--- src/mcu_params.svh ---
/*
 * MCU always-on slice: widths and interrupt vector positions
 */

`ifndef MCU_PARAMS_SVH
`define MCU_PARAMS_SVH

// Interrupt vector as seen by the core
`define MCU_INTR_W 32

// Always-on GPIO interrupt lines
`define MCU_GPIO_AO_W 8

// Timer counter and compare width
`define MCU_TIMER_W 16

// Machine timer interrupt position
`define MCU_TIMER_IRQ_BIT 7

// Machine external interrupt position
`define MCU_EXT_IRQ_BIT 11

// First fast interrupt, GPIO line k sits at base + k
`define MCU_FAST_IRQ_BASE 16

`endif

--- src/mcu_pkg.sv ---
/*
 * MCU always-on slice: shared vector types and power states
 */

`default_nettype none

`include "mcu_params.svh"

package mcu_pkg;

  // Interrupt vector and wake mask
  typedef logic [`MCU_INTR_W-1:0] intr_vec_t;

  // Always-on GPIO interrupt lines
  typedef logic [`MCU_GPIO_AO_W-1:0] gpio_ao_t;

  // Timer count and compare value
  typedef logic [`MCU_TIMER_W-1:0] timer_cnt_t;

  // CPU domain power sequence
  typedef enum logic [2:0] {
    PWR_ON,
    PWR_ISO,
    PWR_RST,
    PWR_SW_OFF,
    PWR_OFF,
    PWR_SW_ON,
    PWR_UNISO,
    PWR_UNRST
  } pwr_state_e;

endpackage

`default_nettype wire

--- src/rv_timer_lite.sv ---
/*
 * Single channel compare-match timer
 * Raises a one-cycle interrupt pulse and restarts on every match
 */

`timescale 1ns/1ns
`default_nettype none

module rv_timer_lite (
  input  wire logic               clk_i,
  input  wire logic               arst_n_i,
  input  wire logic               timer_en_i,
  input  wire mcu_pkg::timer_cnt_t timer_cmp_i,
  output logic                    timer_intr_o
);

  import mcu_pkg::*;

  timer_cnt_t cnt_q;
  logic       match;

  assign match = (cnt_q == timer_cmp_i);

  always_ff @(posedge clk_i or negedge arst_n_i) begin
    if (!arst_n_i) begin
      cnt_q <= '0;
    end else if (!timer_en_i) begin
      cnt_q <= '0;
    end else if (match) begin
      // Automatic restart on compare match
      cnt_q <= '0;
    end else begin
      cnt_q <= cnt_q + 1'b1;
    end
  end

  // Pulse lands in the cycle after the match
  always_ff @(posedge clk_i or negedge arst_n_i) begin
    if (!arst_n_i) begin
      timer_intr_o <= 1'b0;
    end else begin
      timer_intr_o <= timer_en_i & match;
    end
  end

endmodule

`default_nettype wire

--- src/irq_collector.sv ---
/*
 * Interrupt collector: packs sources into the core vector, registers it
 * and derives the power manager wakeup request
 */

`timescale 1ns/1ns
`default_nettype none

`include "mcu_params.svh"

module irq_collector (
  input  wire logic              clk_i,
  input  wire logic              arst_n_i,
  input  wire logic              timer_intr_i,
  input  wire logic              ext_intr_i,
  input  wire mcu_pkg::gpio_ao_t  gpio_ao_intr_i,
  input  wire mcu_pkg::intr_vec_t wake_mask_i,
  output mcu_pkg::intr_vec_t     intr_o,
  output logic                   wakeup_o
);

  import mcu_pkg::*;

  intr_vec_t intr_d;
  intr_vec_t intr_q;
  intr_vec_t intr_masked;

  // Vector layout follows the core's machine interrupt map
  always_comb begin
    intr_d = '0;
    intr_d[`MCU_TIMER_IRQ_BIT] = timer_intr_i;
    intr_d[`MCU_EXT_IRQ_BIT] = ext_intr_i;
    // Always-on GPIO in the fast range
    intr_d[`MCU_FAST_IRQ_BASE +: `MCU_GPIO_AO_W] = gpio_ao_intr_i;
  end

  always_ff @(posedge clk_i or negedge arst_n_i) begin
    if (!arst_n_i) begin
      intr_q <= '0;
    end else begin
      intr_q <= intr_d;
    end
  end

  assign intr_o = intr_q;

  // Only enabled sources may wake the CPU domain
  assign intr_masked = intr_q & wake_mask_i;
  assign wakeup_o = |intr_masked;

endmodule

`default_nettype wire

--- src/pwr_manager_fsm.sv ---
/*
 * CPU domain power manager: isolates, resets and switches off the domain
 * when the core sleeps, and brings it back on an enabled interrupt
 */

`timescale 1ns/1ns
`default_nettype none

module pwr_manager_fsm (
  input  wire logic clk_i,
  input  wire logic arst_n_i,
  input  wire logic core_sleep_i,
  input  wire logic wakeup_i,
  input  wire logic debug_reset_ni,
  input  wire logic cpu_switch_ack_ni,
  output logic      cpu_switch_no,
  output logic      cpu_iso_no,
  output logic      cpu_rst_no
);

  import mcu_pkg::*;

  pwr_state_e state_q;
  pwr_state_e state_d;

  logic cpu_switch_n_d;
  logic cpu_switch_n_q;
  logic cpu_iso_n_d;
  logic cpu_iso_n_q;
  logic cpu_rst_n_d;
  logic cpu_rst_n_q;

  // Next state
  always_comb begin
    state_d = state_q;
    unique case (state_q)
      PWR_ON: begin
        // A pending enabled interrupt keeps the domain up
        if (core_sleep_i && !wakeup_i) begin
          state_d = PWR_ISO;
        end
      end
      PWR_ISO: begin
        state_d = PWR_RST;
      end
      PWR_RST: begin
        state_d = PWR_SW_OFF;
      end
      PWR_SW_OFF: begin
        // Ack high means the switch has opened
        if (cpu_switch_ack_ni) begin
          state_d = PWR_OFF;
        end
      end
      PWR_OFF: begin
        if (wakeup_i) begin
          state_d = PWR_SW_ON;
        end
      end
      PWR_SW_ON: begin
        if (!cpu_switch_ack_ni) begin
          state_d = PWR_UNISO;
        end
      end
      PWR_UNISO: begin
        state_d = PWR_UNRST;
      end
      PWR_UNRST: begin
        state_d = PWR_ON;
      end
      default: begin
        state_d = PWR_ON;
      end
    endcase
  end

  // Output levels of the state being entered
  always_comb begin
    cpu_switch_n_d = 1'b0;
    cpu_iso_n_d = 1'b1;
    cpu_rst_n_d = 1'b1;
    unique case (state_d)
      PWR_ISO: begin
        cpu_iso_n_d = 1'b0;
      end
      PWR_RST: begin
        cpu_iso_n_d = 1'b0;
        cpu_rst_n_d = 1'b0;
      end
      PWR_SW_OFF, PWR_OFF: begin
        cpu_switch_n_d = 1'b1;
        cpu_iso_n_d = 1'b0;
        cpu_rst_n_d = 1'b0;
      end
      PWR_SW_ON: begin
        cpu_iso_n_d = 1'b0;
        cpu_rst_n_d = 1'b0;
      end
      PWR_UNISO: begin
        cpu_rst_n_d = 1'b0;
      end
      default: begin
        cpu_switch_n_d = 1'b0;
      end
    endcase
  end

  always_ff @(posedge clk_i or negedge arst_n_i) begin
    if (!arst_n_i) begin
      state_q <= PWR_ON;
      cpu_switch_n_q <= 1'b0;
      cpu_iso_n_q <= 1'b1;
      cpu_rst_n_q <= 1'b1;
    end else begin
      state_q <= state_d;
      cpu_switch_n_q <= cpu_switch_n_d;
      cpu_iso_n_q <= cpu_iso_n_d;
      cpu_rst_n_q <= cpu_rst_n_d;
    end
  end

  assign cpu_switch_no = cpu_switch_n_q;
  assign cpu_iso_no = cpu_iso_n_q;

  // Debug module can reset the core on its own
  assign cpu_rst_no = cpu_rst_n_q & debug_reset_ni;

endmodule

`default_nettype wire

--- src/mini_mcu_top.sv ---
/*
 * Always-on power control slice of the MCU: timer, interrupt
 * collection and CPU domain power manager
 */

`timescale 1ns/1ns
`default_nettype none

module mini_mcu_top (
  input  wire logic               clk_i,
  input  wire logic               arst_n_i,
  input  wire logic               timer_en_i,
  input  wire mcu_pkg::timer_cnt_t timer_cmp_i,
  input  wire mcu_pkg::gpio_ao_t   gpio_ao_intr_i,
  input  wire logic               ext_intr_i,
  input  wire mcu_pkg::intr_vec_t  wake_mask_i,
  input  wire logic               core_sleep_i,
  input  wire logic               debug_reset_ni,
  input  wire logic               cpu_switch_ack_ni,
  output mcu_pkg::intr_vec_t      intr_o,
  output logic                    cpu_switch_no,
  output logic                    cpu_iso_no,
  output logic                    cpu_rst_no
);

  // Timer channel 0 pulse
  logic timer_intr;

  // Masked interrupt level towards the power manager
  logic wakeup;

  rv_timer_lite u_rv_timer_lite (
    .clk_i,
    .arst_n_i,
    .timer_en_i,
    .timer_cmp_i,
    .timer_intr_o(timer_intr)
  );

  irq_collector u_irq_collector (
    .clk_i,
    .arst_n_i,
    .timer_intr_i(timer_intr),
    .ext_intr_i,
    .gpio_ao_intr_i,
    .wake_mask_i,
    .intr_o,
    .wakeup_o(wakeup)
  );

  pwr_manager_fsm u_pwr_manager_fsm (
    .clk_i,
    .arst_n_i,
    .core_sleep_i,
    .wakeup_i(wakeup),
    .debug_reset_ni,
    .cpu_switch_ack_ni,
    .cpu_switch_no,
    .cpu_iso_no,
    .cpu_rst_no
  );

endmodule

`default_nettype wire

--- config.mk ---
export PLATFORM = sky130hd
export DESIGN_NAME = mini_mcu_top
export DESIGN_NICKNAME = d
export VERILOG_FILES = /design/src/mcu_pkg.sv /design/src/rv_timer_lite.sv /design/src/irq_collector.sv /design/src/pwr_manager_fsm.sv /design/src/mini_mcu_top.sv
export VERILOG_INCLUDE_DIRS = /design/src
export SDC_FILE = /design/constraint.sdc
export NUM_CORES = 1
export LEC_CHECK = 0
export BUFFER_PORTS_ARGS = -buffer_cell sky130_fd_sc_hd__buf_4
export CORE_UTILIZATION = 40
export DETAILED_ROUTE_END_ITERATION = 7
export GPL_TIMING_DRIVEN = 0
export PLACE_DENSITY = 0.76
export SYNTH_ARGS = -nofsm -noshare
export SYNTH_HDL_FRONTEND = slang
export SYNTH_SLANG_ARGS = --single-unit
--- constraint.sdc ---
create_clock -name clk_i -period 1.69 [get_ports clk_i]
set_input_delay 0.169 -clock clk_i [delete_from_list [all_inputs] [get_ports clk_i]]
set_output_delay 0.169 -clock clk_i [all_outputs]
set_load 0.02 [all_outputs]
==> results.py, run 1 <==
metrics = {
    "status": {
        "status": "finished with violations",
        "violations": "negative setup slack",
    },
    "power": {
        "p_int_w": 0.00168,
        "p_switching_w": 0.000664,
        "worst_ir_drop_vdd_mv": 0.541,
        "seq_power_share": 0.401,
        "p_per_area_nw_per_um2": 860,
        "leakage_nw": 1.31,
        "p_comb_frac": 0.272,
        "switching_share": 0.283,
        "pwr-share-clk": 0.327,
    },
    "critical_path": {
        "worstPathArrival_ns": 1.89,
        "cp_max_fo": 5,
        "startpoint_type": "register",
        "critPathBufInv": 1,
        "critPathTopFamily": "compound AO/OA/AOI/OAI gates",
        "crit_type": "reg -> reg",
        "crit_chain": "xnor2_2, nand4_1, o41ai_4, buf_4, nor2_1",
        "end_kind": "register",
        "cpPeakStageDelay_ns": 0.53,
        "slowest_stage": "o41ai_4",
        "cp_data_required_time_ns": 1.87,
    },
    "grt": {
        "antenna_found_initial": 0,
        "grt_usage": 0.192,
        "overflow": 0,
        "grt_pass1_wl_mm": 6.44,
        "first_global_vias": 1485,
        "grt_max_degree": 34,
    },
    "final_layout": {
        "area_delta_synth_final_pct": 54.4,
        "drive_gt1_frac": 0.456,
        "final_cells": 335,
        "fillerInstances": 327,
        "post-route-cell-area_um2": 2730,
        "final_core_util": 0.663,
        "num-nets-final": 348,
        "antennaDiodeCount": 0,
    },
    "synth": {
        "ys_async_sr_fraction": 1.00,
        "yosysTopAreaCell": "dfrtp_1",
        "synthMostInstantiatedCell": "dfrtp_1",
        "synth_commonest_cells": "dfrtp_1 (31), buf_4 (22), xnor2_1 (21)",
        "synth_cells": 176,
        "synth.distinct_cells": 34,
        "synth-edff-count": 0,
        "synth_top_area_frac": 0.439,
        "ys_ff_latch": 33,
        "syn_area_per_cell_um2": 10.0,
        "yosysSeqAreaShare": 0.469,
        "yosys_warnings": 0,
        "syn_area_um2": 1770,
        "synthFlopType": "dfrtp_1",
        "synth_area_leaders": "dfrtp_1 (44%), xnor2_1 (10%), buf_4 (9.4%)",
    },
    "routing": {
        "vias_per_cell": 4.69,
        "routedWlPerCell_um": 12.3,
        "first_pass_iters": 4,
        "drcViolationCount": 0,
        "wl_mm": 4.11,
        "vias": 1570,
        "wl_met3_um": 287,
        "ant_nets": 0,
        "highest_layer": "met4",
        "drt-met1-wl_mm": 1.61,
        "dr.first_iter.drc_count": 79,
        "wl_met2_mm": 2.17,
    },
    "clock_tree": {
        "clock-root-buffer": "clkbuf_8",
        "cts_buffer_depth": 2,
        "insertion_delay_ns": 0.29,
        "cts.htree.levels": 2,
        "cts_tree": "built",
        "clk_transition_reported_paths_ns": 0.07,
        "clock_sinks": 33,
        "numCtsBuffers": 5,
    },
    "floorplan": {
        "die_area_um2": 4680,
        "row_count": 23,
        "fp.dieW_um": 68.4,
        "die_h_um": 68.4,
        "start_util": 0.429,
        "coreArea_um2": 4120,
        "ioPinCount": 98,
    },
    "timing": {
        "finalCriticalPeriod_ns": 1.71,
        "setup_slack_ns": -0.0161,
        "fin_crit_sh": 1.01,
        "hold_viol": 0,
        "rsz0062_at_grt": "true",
        "slew_viol_final": 0,
        "fin_skew_ns": 0.0100,
        "fmax_mhz": 586,
        "setup_viol": 11,
    },
    "placement": {
        "numPortBuffers": 53,
        "place_hpwl_mm": 2.78,
        "place.gp.congestion": 0.851,
        "place_inst": 300,
        "dpl-instance-area_um2": 2300,
    },
    "hold_path": {
        "hold_class": "in -> reg",
    },
    "flow_run": {
        "cap_violations": 0,
    },
}
[worst register-to-register path, stage by stage, from the launching register on]
cell and delay [ns]:
dfrtp_2 0.45, xnor2_2 0.14, nand4_1 0.21, o41ai_4 0.53, buf_4 0.22, nor2_1 0.05
[final cells by class]
| cell class | instances | area [um2] | share of cell area |
|---|---|---|---|
| buffer | 26 | 189 | 0.0693 |
| clock buffer | 7 | 86.3 | 0.0317 |
| clock inverter | 1 | 30.0 | 0.0110 |
| inverter | 4 | 15.0 | 0.00551 |
| multi-input combinational | 132 | 863 | 0.317 |
| sequential | 33 | 840 | 0.308 |
| tap | 50 | 62.6 | 0.0229 |
| timing repair buffer | 82 | 641 | 0.235 |
[path summary, 6_finish.rpt]
path	from	endpoint	slack [ns]	cells after the start
max reg2reg	u_rv_timer_lite.cnt_q[5]$_DFF_PN0_	u_rv_timer_lite.cnt_q[8]$_DFF_PN0_	-0.02	5
min in group asynchronous	arst_n_i	u_pwr_manager_fsm.state_q[1]$_DFF_PN0_	0.36	2
max in group asynchronous	arst_n_i	u_pwr_manager_fsm.cpu_iso_no$_DFF_PN1_	0.99	2
min reg2reg	u_rv_timer_lite.timer_intr_o$_DFF_PN0_	u_irq_collector.intr_o[7]$_DFF_PN0_	0.34	0
max	u_rv_timer_lite.cnt_q[5]$_DFF_PN0_	u_rv_timer_lite.cnt_q[8]$_DFF_PN0_	-0.02	5
min	timer_en_i	u_rv_timer_lite.timer_intr_o$_DFF_PN0_	0.15	2
[power groups by stage]
stage	registers, W	logic (W)	clock network [W]
3_5_place_dp	0.000950	0.000600	0
5_1_grt	0.000955	0.000719	0.000816
3_3_place_gp	0.000946	0.000587	0
2_1_floorplan	0.000986	0.000357	0
6_report	0.000939	0.000637	0.000768
4_1_cts	0.000937	0.000628	0.000789
[sequential cells by signal (all words and copies together), names as in the netlist]
signal and flops:
u_irq_collector.intr_o 10, u_pwr_manager_fsm.cpu_switch_no 1, u_rv_timer_lite.timer_intr_o 1, u_pwr_manager_fsm.state_q 3
u_pwr_manager_fsm.cpu_iso_no 1, u_rv_timer_lite.cnt_q 16, u_pwr_manager_fsm.cpu_rst_n_q 1
[metrics by stage]
| step | hold slack [ns] | setup WS [ns] | power [W] | setup TNS (ns) |
|---|---|---|---|---|
| 6_report | 0.150 | -0.0161 | 0.00234 | -0.0953 |
| 5_1_grt | 0.154 | -0.0669 | 0.00249 | -0.772 |
| 4_1_cts | 0.143 | 0.00114 | 0.00235 | 0 |
| 3_5_place_dp | 0.140 | -0.179 | 0.00155 | -1.80 |
| 3_3_place_gp | 0.134 | -0.148 | 0.00153 | -1.43 |
| 2_1_floorplan | -0.127 | 0.102 | 0.00134 | 0 |
[cell usage in the layout (no fill, tap or decap), types with 9 or more instances in the layout]
| cell type | count |
|---|---|
| dfrtp_2 | 9 |
| dlygate4sd3_1 | 10 |
| xnor2_1 | 17 |
| nand2_1 | 9 |
| nor2_1 | 12 |
| buf_4 | 94 |
| nand4_1 | 11 |
| dfrtp_1 | 22 |
| conb_1 | 22 |
[layer usage]
| layer | GRT usage | vias up |
|---|---|---|
| met4 | 0.0391 | 0 |
| met1 | 0.208 | 733 |
| met2 | 0.360 | 58 |
| met3 | 0.0617 | 3 |
| li1 | - | 776 |
| met5 | 0 | - |
[cells by family (layout without fill, tap and decap cells)]
logic type,after synthesis,after routing,synth area share
AO/OA/AOI/OAI,20,20,0.0907
adder cells (fa/ha/maj),1,1,0.00709
AND/OR/NAND/NOR,61,61,0.172
flip-flops,33,33,0.469
other,1,22,0.00212
buffers and inverters,32,120,0.120
XOR/XNOR,28,28,0.139
[repair_timing]
action	CTS	global route
resized for setup	6	18
buffers inserted	8	10
endpoints found under the hold margin	40	0
gates cloned	1	0
hold buffers	10	0
setup endpoints to repair	16	16
pin swaps	3	16
No activity file was read; power rests on OpenSTA's default activity.
==> inputs of run 2 (changes only) <==
--- a/config.mk
+++ b/config.mk
@@ -6,11 +6,11 @@
 export SDC_FILE = /design/constraint.sdc
 export NUM_CORES = 1
 export LEC_CHECK = 0
-export BUFFER_PORTS_ARGS = -buffer_cell sky130_fd_sc_hd__buf_4
-export CORE_UTILIZATION = 40
+export CORE_UTILIZATION = 50
 export DETAILED_ROUTE_END_ITERATION = 7
+export DONT_BUFFER_PORTS = 1
 export GPL_TIMING_DRIVEN = 0
-export PLACE_DENSITY = 0.76
+export PLACE_DENSITY = 0.68
 export SYNTH_ARGS = -nofsm -noshare
 export SYNTH_HDL_FRONTEND = slang
 export SYNTH_SLANG_ARGS = --single-unit
==> results.py, run 2 (synthesis gave the netlist of run 1 again) <==
metrics = {
    "status": {
        "status": "complete, no violations",
    },
    "routing": {
        "dr.first_iter.drc_count": 45,
        "routedWlPerCell_um": 13.5,
        "drcViolationCount": 0,
        "vias_per_cell": 5.04,
        "wl_mm": 3.62,
        "vias": 1355,
        "ant_nets": 0,
        "first_pass_iters": 4,
    },
    "floorplan": {
        "die_h_um": 61.4,
        "die_area_um2": 3770,
        "start_util": 0.525,
        "coreArea_um2": 3360,
        "fp.dieW_um": 61.4,
        "ioPinCount": 98,
        "row_count": 21,
    },
    "grt": {
        "first_global_vias": 1246,
        "grt_usage": 0.195,
        "overflow": 0,
        "grt_pass1_wl_mm": 5.24,
        "antenna_found_initial": 0,
        "grt_max_degree": 34,
    },
    "critical_path": {
        "cp_data_required_time_ns": 1.89,
        "worstPathArrival_ns": 1.87,
        "end_kind": "register",
        "crit_type": "reg -> reg",
        "cp_max_fo": 6,
        "startpoint_type": "register",
    },
    "placement": {
        "place_hpwl_mm": 2.51,
        "pre_cts_slack_ns": -0.172,
        "numPortBuffers": 0,
        "place.gp.congestion": 0.852,
    },
    "final_layout": {
        "largest_reg_flops": 16,
        "antennaDiodeCount": 0,
        "final_cell_mix": "buf_4 (28), dfrtp_1 (23), conb_1 (22)",
        "area_delta_synth_final_pct": 25.8,
        "fillerInstances": 286,
        "layout_commonest_cell": "buf_4",
        "drive_gt1_frac": 0.260,
        "multi_input_area_um2": 846,
        "register_area_um2": 838,
        "num-nets-final": 286,
        "top_register": "u_rv_timer_lite.cnt_q",
    },
    "timing": {
        "fmax_mhz": 598,
        "fin_skew_ns": 0.0145,
        "hold_viol": 0,
        "setup_slack_ns": 0.0168,
        "fin_crit_sh": 0.990,
        "rsz0062_at_grt": "true",
        "setup_viol": 0,
        "whs_ns": 0.0491,
        "finalCriticalPeriod_ns": 1.67,
        "slew_viol_final": 0,
    },
    "clock_tree": {
        "cts_buffer_depth": 2,
        "cts.htree.levels": 2,
        "clock-root-buffer": "clkbuf_4",
        "numCtsBuffers": 5,
        "cts_tree": "built",
        "clock_sinks": 33,
        "clk_transition_reported_paths_ns": 0.11,
        "insertion_delay_ns": 0.33,
    },
    "power": {
        "leakage_nw": 0.995,
        "finalPower_w": 0.00209,
        "p_per_area_nw_per_um2": 942,
        "worst_ir_drop_vdd_mv": 0.407,
    },
    "flow_run": {
        "cap_violations": 0,
    },
    "hold_path": {
        "hold_class": "in -> reg",
    },
}
[run 2: metrics by stage]
step | instances | TNS, ns | utilization | instance area, um2
2_1_floorplan | 197 | 0 | - | 1840
3_3_place_gp | 243 | -1.38 | 0.565 | 1900
3_5_place_dp | 243 | -1.75 | 0.565 | 1900
4_1_cts | 266 | 0 | 0.637 | 2140
5_1_grt | 269 | -0.727 | 0.660 | 2220
6_report | 269 | 0 | 0.660 | 2220
[run 2: repair_timing]
action                                 CTS  global route
setup endpoints to repair               16            17
resized for setup                        0            16
endpoints found under the hold margin   44             0
hold buffers                            13             0
pin swaps                                3             7
buffers inserted                         2             4
[run 2: layout make-up]
type / instances / area share
buffer: 27 / 0.0873
clock buffer: 7 / 0.0248
clock inverter: 1 / 0.0135
inverter: 4 / 0.00676
multi-input combinational: 132 / 0.381
sequential: 33 / 0.377
tap: 46 / 0.0259
timing repair buffer: 19 / 0.0834
[run 2: critical path, cell delays in order, from the launching register on]
cell	delay, ns
dfrtp_2	0.46
xnor2_2	0.19
nand4_1	0.21
o41ai_4	0.43
buf_4	0.21
a21oi_2	0.04
[run 2: metal layers]
metal | GRT usage | vias to the layer above | wire [um]
met3 | 0.0651 | 4 | 310
met5 | 0 | - | 0
li1 | - | 650 | -
met4 | 0.0762 | 0 | 33
met2 | 0.328 | 76 | 1830
met1 | 0.231 | 625 | 1450
[run 2: worst paths after layout]
path,startpoint,endpoint,slack [ns],cells past startpoint
max,u_rv_timer_lite.cnt_q[12]$_DFF_PN0_,u_rv_timer_lite.cnt_q[15]$_DFF_PN0_,0.02,5
min,cpu_switch_ack_ni,u_pwr_manager_fsm.state_q[1]$_DFF_PN0_,0.05,2
max reg2reg,u_rv_timer_lite.cnt_q[12]$_DFF_PN0_,u_rv_timer_lite.cnt_q[15]$_DFF_PN0_,0.02,5
min reg2reg,u_rv_timer_lite.timer_intr_o$_DFF_PN0_,u_irq_collector.intr_o[7]$_DFF_PN0_,0.36,0
max in group asynchronous,arst_n_i,u_pwr_manager_fsm.cpu_rst_n_q$_DFF_PN1_,1.17,2
min in group asynchronous,arst_n_i,u_irq_collector.intr_o[19]$_DFF_PN0_,0.29,2
[run 2: power breakdown]
group	switching, W	internal (W)	total [W]
sequential	0.0000965	0.000892	0.000989
combinational	0.000271	0.000215	0.000486
clock	0.000263	0.000353	0.000616
==> inputs of run 3 (changes only) <==
--- a/config.mk
+++ b/config.mk
@@ -6,11 +6,13 @@
 export SDC_FILE = /design/constraint.sdc
 export NUM_CORES = 1
 export LEC_CHECK = 0
-export CORE_UTILIZATION = 50
+export CELL_PAD_IN_SITES_DETAIL_PLACEMENT = 1
+export CELL_PAD_IN_SITES_GLOBAL_PLACEMENT = 2
+export CORE_UTILIZATION = 31
 export DETAILED_ROUTE_END_ITERATION = 7
 export DONT_BUFFER_PORTS = 1
 export GPL_TIMING_DRIVEN = 0
-export PLACE_DENSITY = 0.68
+export PLACE_DENSITY = 0.81
 export SYNTH_ARGS = -nofsm -noshare
 export SYNTH_HDL_FRONTEND = slang
 export SYNTH_SLANG_ARGS = --single-unit
==> results.py, run 3 (synthesis gave the netlist of run 1 again) <==
metrics = {
    "floorplan": {
        "row_count": 27,
        "start_util": 0.321,
        "die_h_um": 77.5,
        "coreArea_um2": 5510,
        "ioPinCount": 98,
        "fp.dieW_um": 77.5,
        "die_area_um2": 6000,
    },
    "clock_tree": {
        "clock-root-buffer": "clkbuf_8",
        "cts_tree": "built",
        "clock_sinks": 33,
        "insertion_delay_ns": 0.28,
        "cts_buffer_depth": 2,
        "numCtsBuffers": 5,
        "cts.htree.levels": 2,
        "clk_transition_reported_paths_ns": 0.07,
    },
    "timing": {
        "whs_ns": 0.0420,
        "setup_tns_ns": -0.668,
        "setup_slack_ns": -0.0890,
        "fin_crit_sh": 1.05,
        "rsz0062_at_grt": "true",
        "setup_viol": 13,
        "fmax_mhz": 562,
        "fin_skew_ns": 0.00502,
        "hold_viol": 0,
        "slew_viol_final": 0,
        "finalCriticalPeriod_ns": 1.78,
    },
    "placement": {
        "pre_cts_slack_ns": -0.240,
        "place.gp.congestion": 0.763,
        "numPortBuffers": 0,
        "place_hpwl_mm": 2.89,
    },
    "power": {
        "p_per_area_nw_per_um2": 983,
        "leakage_nw": 1.09,
        "worst_ir_drop_vdd_mv": 0.352,
    },
    "grt": {
        "grt_usage": 0.151,
        "grt_max_degree": 34,
        "first_global_vias": 1371,
        "grt_pass1_wl_mm": 6.96,
        "antenna_found_initial": 0,
        "overflow": 0,
    },
    "routing": {
        "dr.first_iter.drc_count": 43,
        "drcViolationCount": 0,
        "routedWlPerCell_um": 14.8,
        "vias_per_cell": 4.69,
        "vias": 1425,
        "wl_mm": 4.50,
        "ant_nets": 0,
        "first_pass_iters": 4,
    },
    "critical_path": {
        "crit_type": "reg -> reg",
        "cp_data_required_time_ns": 1.86,
        "ff2ff_setup_slack_ns": -0.09,
        "cp_max_fo": 5,
        "end_kind": "register",
        "worstPathArrival_ns": 1.95,
        "startpoint_type": "register",
    },
    "status": {
        "violations": "negative setup slack",
        "status": "finished with violations",
    },
    "final_layout": {
        "area_delta_synth_final_pct": 36.5,
        "final_core_util": 0.438,
        "drive_gt1_frac": 0.341,
        "final_cell_mix": "buf_4 (38), conb_1 (22), nor2_1 (19)",
        "layout_commonest_cell": "buf_4",
        "fillerInstances": 624,
        "num-nets-final": 295,
        "antennaDiodeCount": 0,
        "top_register": "u_rv_timer_lite.cnt_q",
        "largest_reg_flops": 16,
    },
    "hold_path": {
        "hold_class": "in -> reg",
    },
    "flow_run": {
        "cap_violations": 0,
    },
}
-- run 3: what timing repair did --
| action | CTS | global route |
|---|---|---|
| endpoints found under the setup margin | 17 | 17 |
| resized for setup | 8 | 18 |
| cloned | 1 | 0 |
| setup buffers | 6 | 11 |
| endpoints found under the hold margin | 42 | 0 |
| pin swaps | 5 | 9 |
| hold buffers | 11 | 0 |
-- run 3: critical path: stages (launching register included) --
cell and delay [ns]:
dfrtp_2 0.47, xnor2_2 0.18, nand4_1 0.19, o41ai_4 0.44, buf_4 0.20, buf_6 0.12, nor2_1 0.05
-- run 3: through the flow --
step	instances	power [W]	cell area [um2]
finish	304	0.00237	2410
floorplan	197	0.00134	1840
detailed placement	269	0.00142	1930
global route	304	0.00250	2410
global placement	269	0.00140	1930
CTS	294	0.00237	2250
-- run 3: path summary, 6_finish.rpt --
check | from | to | cells after the start
worst max register to register | u_rv_timer_lite.cnt_q[7]$_DFF_PN0_ | u_rv_timer_lite.cnt_q[7]$_DFF_PN0_ | 6
max in group asynchronous | arst_n_i | u_pwr_manager_fsm.cpu_rst_n_q$_DFF_PN1_ | 2
worst max-delay path | u_rv_timer_lite.cnt_q[7]$_DFF_PN0_ | u_rv_timer_lite.cnt_q[7]$_DFF_PN0_ | 6
worst min register to register | u_rv_timer_lite.timer_intr_o$_DFF_PN0_ | u_irq_collector.intr_o[7]$_DFF_PN0_ | 0
min in group asynchronous | arst_n_i | u_pwr_manager_fsm.state_q[1]$_DFF_PN0_ | 2
worst min-delay path | cpu_switch_ack_ni | u_pwr_manager_fsm.state_q[2]$_DFF_PN0_ | 2
-- run 3: per-layer routing --
| layer | vias to the layer above | part of all wire | global-route usage |
|---|---|---|---|
| li1 | 670 | - | - |
| met1 | 690 | 0.45 | 0.194 |
| met2 | 63 | 0.48 | 0.236 |
| met3 | 2 | 0.064 | 0.0518 |
| met4 | 0 | 0.0042 | 0.0453 |
| met5 | - | 0 | 0 |
-- run 3: power by group --
group	total [W]	switching [W]	internal, W	leakage, nW
Clock	0.000893	0.000307	0.000586	0.0681
Sequential	0.000990	0.0000959	0.000894	0.405
Combinational	0.000486	0.000267	0.000218	0.615
Total	0.00237	0.000671	0.00170	1.09
-- run 3: area by class of cell --
class                   instances  area (um2)  area share
plain buffers                  27         193      0.0800
inverters                       4        15.0     0.00623
flip-flops and latches         33         845       0.350
well taps                      72        90.1      0.0374
repair buffers                 28         245       0.102
clock buffers                   5        68.8      0.0286
multi-input cells             132         888       0.369
clock inverters                 3        65.1      0.0270
